`src/verilog/cpu_pkg.sv`:
```
package cpu_pkg;

	localparam int xlen = 32;
	localparam int reg_aw = 5;
	localparam int mem_aw = 8;
	localparam int sr_aw = 2;
	localparam int op_w = 6;
	localparam logic [reg_aw-1:0] lp_reg = 5'd30;

	// instruction field positions.
	localparam int op_hi = 31;
	localparam int op_lo = 26;
	localparam int rt_hi = 25;
	localparam int rt_lo = 21;
	localparam int ra_hi = 20;
	localparam int ra_lo = 16;
	localparam int rb_hi = 15;
	localparam int rb_lo = 11;
	localparam int sv_hi = 9;
	localparam int sv_lo = 8;
	localparam int imm5_hi = 14;
	localparam int imm5_lo = 10;
	localparam int imm15_hi = 14;
	localparam int imm15_lo = 0;
	localparam int imm20_hi = 19;
	localparam int imm20_lo = 0;
	// system register number, low bits of imm15.
	localparam int sr_hi = sr_aw - 1;
	localparam int sr_lo = 0;

	typedef enum logic [op_w-1:0] {
		op_add   = 6'h00,
		op_sub   = 6'h01,
		op_and   = 6'h02,
		op_or    = 6'h03,
		op_xor   = 6'h04,
		op_sll   = 6'h05,
		op_addi  = 6'h08,
		op_ori   = 6'h09,
		op_slli  = 6'h0a,
		op_movi  = 6'h0b,
		op_sethi = 6'h0c,
		op_lwi   = 6'h10,
		op_swi   = 6'h11,
		op_lw    = 6'h12,
		op_sw    = 6'h13,
		op_lwr   = 6'h14,
		op_lnk   = 6'h18,
		op_mov   = 6'h19,
		op_mtsr  = 6'h1c,
		op_mfsr  = 6'h1d,
		op_nop   = 6'h3f
	} opcode_e;

	typedef enum logic [1:0] {
		src2_rb, src2_imm, src2_lswi, src2_lsw
	} alu_src2_e;

	typedef enum logic [2:0] {
		imm_5_ze, imm_15_se, imm_15_ze, imm_20_se, imm_20_hi
	} imm_ext_e;

	typedef enum logic [0:0] {
		maddr_alu, maddr_ra
	} mem_addr_e;

	typedef enum logic [0:0] {
		wraddr_rt, wraddr_lp
	} wr_addr_e;

	typedef enum logic [2:0] {
		wrreg_alu, wrreg_imm, wrreg_mem, wrreg_pc, wrreg_rt, wrreg_sr
	} wr_src_e;

	typedef enum logic [2:0] {
		alu_add, alu_sub, alu_and, alu_or, alu_xor, alu_sll
	} alu_op_e;

endpackage
```
`src/verilog/muxs.sv`:
```
`timescale 1ns/1ps
module muxs (
	input  logic [1:0]                 sub_op_sv,
	input  logic [cpu_pkg::xlen-1:0]   reg_rb_data,
	input  logic [cpu_pkg::xlen-1:0]   reg_rt_data,
	input  logic [cpu_pkg::reg_aw-1:0] reg_rt_addr,
	input  logic [cpu_pkg::xlen-1:0]   xreg3_alu_result,
	input  logic [cpu_pkg::xlen-1:0]   xreg3_imm_extend,
	input  logic [cpu_pkg::xlen-1:0]   mem_read_data,
	input  logic [cpu_pkg::xlen-1:0]   xreg3_write_reg_pc,
	input  logic [cpu_pkg::xlen-1:0]   xreg3_reg_rt_data,
	input  logic [cpu_pkg::xlen-1:0]   xreg3_system_reg,
	input  logic [cpu_pkg::xlen-1:0]   xreg3_reg_ra_data,
	input  logic [4:0]                 imm_5bit,
	input  logic [14:0]                imm_15bit,
	input  logic [19:0]                imm_20bit,
	input  cpu_pkg::alu_src2_e         select_alu_src2,
	input  cpu_pkg::imm_ext_e          select_imm_extend,
	input  cpu_pkg::mem_addr_e         select_mem_addr,
	input  cpu_pkg::wr_addr_e          select_write_reg_addr,
	input  cpu_pkg::wr_src_e           select_write_reg,
	output logic [cpu_pkg::xlen-1:0]   alu_src2,
	output logic [cpu_pkg::xlen-1:0]   imm_extend,
	output logic [cpu_pkg::xlen-1:0]   mem_address,
	output logic [cpu_pkg::reg_aw-1:0] write_reg_addr,
	output logic [cpu_pkg::xlen-1:0]   write_reg_data
);

	localparam int w = cpu_pkg::xlen;

	always_comb begin
		case (select_imm_extend)
			cpu_pkg::imm_5_ze: imm_extend = {{(w-5){1'b0}}, imm_5bit};
			cpu_pkg::imm_15_se: imm_extend = {{(w-15){imm_15bit[14]}}, imm_15bit};
			cpu_pkg::imm_15_ze: imm_extend = {{(w-15){1'b0}}, imm_15bit};
			cpu_pkg::imm_20_se: imm_extend = {{(w-20){imm_20bit[19]}}, imm_20bit};
			cpu_pkg::imm_20_hi: imm_extend = {imm_20bit, {(w-20){1'b0}}};
			default: imm_extend = '0;
		endcase
	end

	always_comb begin
		case (select_alu_src2)
			cpu_pkg::src2_rb: alu_src2 = reg_rb_data;
			cpu_pkg::src2_imm: alu_src2 = imm_extend;
			// word offset, imm15 in words.
			cpu_pkg::src2_lswi: alu_src2 = {{(w-17){imm_15bit[14]}}, imm_15bit, 2'b00};
			cpu_pkg::src2_lsw: alu_src2 = reg_rb_data << sub_op_sv;
			default: alu_src2 = reg_rt_data;
		endcase
	end

	always_comb begin
		case (select_write_reg_addr)
			cpu_pkg::wraddr_lp: write_reg_addr = cpu_pkg::lp_reg;
			default: write_reg_addr = reg_rt_addr;
		endcase
	end

	// xreg3 side.
	always_comb begin
		case (select_mem_addr)
			cpu_pkg::maddr_ra: mem_address = xreg3_reg_ra_data;
			default: mem_address = xreg3_alu_result;
		endcase
	end

	always_comb begin
		case (select_write_reg)
			cpu_pkg::wrreg_alu: write_reg_data = xreg3_alu_result;
			cpu_pkg::wrreg_imm: write_reg_data = xreg3_imm_extend;
			cpu_pkg::wrreg_mem: write_reg_data = mem_read_data;
			cpu_pkg::wrreg_pc: write_reg_data = xreg3_write_reg_pc;
			cpu_pkg::wrreg_rt: write_reg_data = xreg3_reg_rt_data;
			cpu_pkg::wrreg_sr: write_reg_data = xreg3_system_reg;
			default: write_reg_data = '0;
		endcase
	end

endmodule

```
`config.mk`:
```
export PLATFORM = sky130hd
export DESIGN_NAME = muxs
export DESIGN_NICKNAME = d
export VERILOG_FILES = /design/src/verilog/cpu_pkg.sv /design/src/verilog/muxs.sv
export SDC_FILE = /design/constraint.sdc
export NUM_CORES = 1
export LEC_CHECK = 0
export ABC_AREA = 1
export BUFFER_PORTS_ARGS = -buffer_cell sky130_fd_sc_hd__buf_2
export CORE_AREA = 4 4 184 186
export DETAILED_ROUTE_END_ITERATION = 10
export DIE_AREA = 0 0 188 190
export GPL_ROUTABILITY_DRIVEN = 0
export SYNTH_ARGS = -nofsm -noshare
export SYNTH_HDL_FRONTEND = slang
export SYNTH_SLANG_ARGS = --single-unit
```
`constraint.sdc`:
```
create_clock -name vclk -period 0.8
set_input_delay 0 -clock vclk [all_inputs]
set_output_delay 0 -clock vclk [all_outputs]
set_load 0.02 [all_outputs]
```
==> results of run 1 <==
==> power by group through the flow <==
stage                     sequential, mW  combinational, mW    clock, mW
after CTS                              0               6.82            0
after detailed placement               0               5.00            0
after global routing                   0               7.68  0.000000502
after floorplan                        0               2.54            0
final                                  0               7.34  0.000000671
after global placement                 0               5.00            0
==> what timing repair did <==
| item | CTS | global route |
|---|---|---|
| resized for setup | 548 | 174 |
| pin swaps | 86 | 75 |
| endpoints found under the setup margin | 115 | 104 |
| buffers inserted | 31 | 18 |
| gates cloned | 24 | 1 |
| hold buffers | 0 | 0 |
==> worst paths after layout <==
check / from / to / slack [ns] / depth (start not counted)
hold / removal: xreg3_reg_ra_data[30] / mem_address[30] / 0.29 / 4
setup / recovery: select_write_reg[1] / write_reg_data[3] / -0.37 / 10
==> area by class of cell <==
cell class         instances  area, µm²  share of cell area
multi-input cells        721       5150               0.455
repair buffers           601       5090               0.450
well taps                442        553              0.0489
inverters                119        498              0.0440
diodes                     4       10.0            0.000885
repair inverters           1       7.51            0.000664
==> through the flow <==
step	power (mW)	util	std cells
finish	7.34	0.350	1888
global route	7.68	0.350	1887
CTS	6.82	0.333	1874
detailed placement	5.00	0.249	1821
global placement	5.00	0.249	1821
floorplan	2.54	-	907
==> layer usage <==
metal | up-vias | GRT usage | routed length (µm) | share of wire
li1 | 4031 | - | - | -
met1 | 4220 | 0.206 | 12700 | 0.32
met5 | - | 0 | 0 | 0
met2 | 705 | 0.386 | 20300 | 0.52
met4 | 0 | 0.0887 | 2860 | 0.073
met3 | 173 | 0.0235 | 3420 | 0.087
==> critical path, cell delays in order <==
cell and delay [ns]:
buf_8 0.09, nor2_4 0.04, buf_12 0.14, buf_12 0.13
buf_8 0.14, nand3_4 0.06, o21ai_4 0.06, nor2_2 0.11
nand4_1 0.19, buf_6 0.19
==> logic make-up (layout without fill, tap and decap cells) <==
family / Yosys count / after routing / share of synthesized area
AO/OA/AOI/OAI: 82 / 82 / 0.0979
buffers and inverters: 186 / 721 / 0.187
multiplexers: 16 / 16 / 0.0427
other: 0 / 4 / 0
AND/OR/NAND/NOR: 623 / 623 / 0.673
==> placed cells by master, fill, tap and decap left out, types with 3 or more instances in the layout <==
cell type	instances
nand3_1	19
nor2_2	36
buf_8	11
inv_4	3
o21ai_2	37
and2_4	3
or2_2	4
buf_2	332
inv_1	102
buf_12	31
nand3_2	59
and2_1	10
nand2_2	47
buf_16	15
nand2_4	60
nor2_4	21
o21ai_0	19
buf_4	54
buf_6	155
nand3_4	36
nor2_1	47
diode_2	4
mux2_2	16
nand2_1	191
nand4_1	84
o21ai_1	19
inv_2	9
==> out/qor.txt, run 1 <==
outcome -> complete, but fails checks
failing checks -> setup timing
pre-CTS setup slack -> -0.492 ns
most numerous cell in the Yosys netlist -> nand2_1
largest net degree at the start of global routing -> 40
Placed Instance Area -> 8030 µm²
DR vias/cell -> 4.84
Post-Syn Area -> 4220 µm²
Clk pwr share -> 0
Seq/Total Area, Yosys -> 0
antenna violations before repair -> 4
DRT Pass-1 Iters -> 5
share of layout cells above drive strength 1 -> 0.658
final critical-path required period -> 1.17 ns
Site Rows -> 66
area of the die -> 35700 µm²
sum of negative setup slack -> -23.43 ns
Nets -> 1789
core area -> 32300 µm²
Comb pwr share -> 1.000
leakage -> 6.04 nW
library cells used by synthesis -> 25
vias -> 9129
RSZ-0062 raised after global routing -> true
Net Switching -> 3.96 mW
Internal Power -> 3.37 mW
overall routing resource usage -> 0.196
Yosys warning count -> 0
first-pass GRT wire length -> 55.2 mm
Initial Util -> 0.131
Crit. End Element -> output port
kind of critical path -> in2out
f_max -> 0.852 GHz
hpwl dp -> 28.1 mm
Critical Path Start Type -> primary input
Synth top cells by count -> 299 x nand2_1, 114 x inv_1, 102 x nand3_1, 101 x nor2_1, 84 x nand4_1
Relative slew margins -> 0.783
# setup viols final -> 96
Seq. cell area -> 0 µm²
Die Y -> 190 µm
worst slew pin tran -> 0.322 ns
post-route cell area -> 11300 µm²
Sw Ratio -> 0.540
final wirelength -> 39.4 mm
die width -> 188 µm
number of global-route vias before repair -> 9231
Max VDD drop -> 0.403 mV
drt initial violations -> 685
Worst Path Max Fanout -> 6
Cells after Synth -> 907
Max Transition Viols Final -> 0
Final Hold Viols -> 0
Hold Slack -> 0.291 ns
Filler cells -> 3263
Routed WL per cell -> 20.8 µm
I/O Pins -> 478
DRC viols -> 0
Mapped Nets -> 1252
seq_cells -> 0
antenna-violating nets left -> 0
syn avg cell area -> 4.65 µm²
clock buffer count -> 0
arrival time of the worst setup path -> 1.17 ns
Pwr per Cell Area -> 649 nW/µm²
Overflow after GRT -> 0
Seq pwr share -> 0
Hold Path Class -> in2out
Synth area leader -> nand2_1
fin worst setup slack -> -0.374 ns
Final period util -> 1.47
Area Growth Syn to Fin -> 168%
PortBufs -> 446
Max-Cap Viols -> 0
top cells by area, synth -> nand2_1 27%, nand4_1 12%, nand3_1 12%
area share of the largest cell type after synthesis -> 0.266
CP required -> 0.80 ns
(Power assumes the default switching activity.)
==> run 2: changes to the inputs <==
--- a/config.mk
+++ b/config.mk
@@ -11,6 +11,7 @@
 export DETAILED_ROUTE_END_ITERATION = 10
 export DIE_AREA = 0 0 188 190
 export GPL_ROUTABILITY_DRIVEN = 0
+export RECOVER_POWER = 50
 export SYNTH_ARGS = -nofsm -noshare
 export SYNTH_HDL_FRONTEND = slang
 export SYNTH_SLANG_ARGS = --single-unit
==> constraint.sdc (replaced) <==
create_clock -name vclk -period 1.25
set_input_delay 0 -clock vclk [all_inputs]
set_output_delay 0 -clock vclk [all_outputs]
set_load 0.02 [all_outputs]
==> run 2 against run 1 <==
Compared with the run above:
- design area fell by 34%
- the flow now finishes without violations
- routed wire length fell by 21%
- via count fell by 10%
- worst setup slack improved by 0.38 ns
- cell count fell by 4.4%
==> out/qor.txt, run 2 (same netlist as run 1, synthesis figures left out) <==
Site Rows -> 66
number of global-route vias before repair -> 7757
largest net degree at the start of global routing -> 49
Filler cells -> 3765
worst slew pin tran -> 0.457 ns
final wirelength -> 31.3 mm
Placed Instance Area -> 7270 µm²
leakage -> 4.28 nW
drt initial violations -> 517
vias -> 8213
Hold Startpoint -> select_write_reg_addr
met3 wire len -> 3.08 mm
commonest non-fill, non-tap cell in the layout -> buf_2
Pwr per Cell Area -> 406 nW/µm²
Hold Path Class -> in2out
Worst Hold Depth -> 3
f_max -> 0.804 GHz
kind of critical path -> in2out
hpwl dp -> 26.7 mm
CTS Hold Bufs -> 0
Final period util -> 0.995
clock buffer count -> 0
DRT Pass-1 Iters -> 7
antenna violations before repair -> 11
DRC viols -> 0
Worst Path Max Fanout -> 13
Worst Hold End -> write_reg_addr[0]
Routed WL per cell -> 17.3 µm
final std cells w/o fill -> 1805
Max VDD drop -> 0.241 mV
met2 wire len -> 16.2 mm
Max Transition Viols Final -> 0
first-pass GRT wire length -> 44.1 mm
DR vias/cell -> 4.55
post-route cell area -> 7480 µm²
Area Growth Syn to Fin -> 77.3%
most frequent cells in the layout -> 385 x buf_2, 298 x nand2_1, 114 x inv_1
Overflow after GRT -> 0
outcome -> finished, final reports clean
Max-Cap Viols -> 0
Seq. cell area -> 0 µm²
share of layout cells above drive strength 1 -> 0.379
Relative slew margins -> 0.692
core area -> 32300 µm²
overall routing resource usage -> 0.154
Final Util -> 0.232
Crit. End Element -> output port
# setup viols final -> 0
I/O Pins -> 478
Die Y -> 190 µm
CP required -> 1.25 ns
area of the die -> 35700 µm²
placed cell count -> 1786
antenna-violating nets left -> 0
RSZ-0062 raised after global routing -> true
PortBufs -> 446
seq_cells -> 0
final critical-path required period -> 1.24 ns
Nets -> 1701
Top Layer Used -> met5
Initial Util -> 0.131
Final Hold Viols -> 0
met1 WL -> 10.3 mm
Critical Path Start Type -> primary input
die width -> 188 µm
arrival time of the worst setup path -> 1.24 ns
==> run 2: cell types whose count changed in the layout (fill, tap and decap cells not counted), sizes merged <==
cell      before  now
clkbuf         2   58
buf          598  456
clkinvlp       2    0
bufbuf         1    0
diode          4    9
clkinv         2    1
inv          116  118
==> run 2: how the worst max path moves through the flow <==
stage | end | startpoint | slack, ns
6_report | alu_src2[20] | select_imm_extend[0] | 0.006
5_1_grt | alu_src2[19] | select_imm_extend[0] | -0.03
3_3_place_gp | write_reg_data[13] | select_write_reg[1] | -0.05
3_5_place_dp | imm_extend[15] | select_imm_extend[1] | -0.05
2_1_floorplan | write_reg_data[11] | select_write_reg[2] | 0.30
4_1_cts | write_reg_data[27] | select_write_reg[1] | -0.01
==> run 2: final cells by class <==
class / instances / area [µm²] / area share
antenna: 9 / 22.5 / 0.00301
inverter: 119 / 449 / 0.0601
multi-input combinational: 721 / 3480 / 0.466
tap: 442 / 553 / 0.0739
timing repair buffer: 514 / 2970 / 0.397
==> run 2: what timing repair did <==
| item | CTS | global route |
|---|---|---|
| gates cloned | 0 | 4 |
| setup buffers | 1 | 5 |
| resized for setup | 1 | 37 |
| pin swaps | 0 | 4 |
| endpoints found under the setup margin | 15 | 35 |
==> run 2: critical path: stages <==
cell	delay (ns)
buf_2	0.14
buf_12	0.16
nor3_4	0.19
buf_4	0.17
clkbuf_16	0.15
nand2_1	0.07
nand3_2	0.07
nand2_1	0.05
nand3_1	0.08
buf_2	0.17
==> run 2: layer usage <==
| layer | global-route usage | vias to the layer above |
|---|---|---|
| li1 | - | 3846 |
| met1 | 0.160 | 3667 |
| met3 | 0.0299 | 87 |
| met2 | 0.296 | 611 |
| met5 | 0 | - |
| met4 | 0.0731 | 2 |
==> run 2: report_power, final <==
group          switching [mW]  leakage (nW)  internal [mW]   total (mW)
sequential                  0             0              0            0
clock                       0     0.0000570    0.000000967  0.000000967
combinational            1.88          4.28           1.16         3.04
==> run 2: stage by stage <==
stage                     worst slack (ns)  hold WS, ns  setup TNS [ns]  power (mW)
final                              0.00649        0.307               0        3.04
after global routing               -0.0297        0.332          -0.195        3.25
after CTS                          -0.0145        0.295         -0.0288        2.96
after detailed placement           -0.0506        0.295          -0.327        2.94
after global placement             -0.0503        0.283          -0.189        2.94
after floorplan                      0.299       0.0798               0        1.47
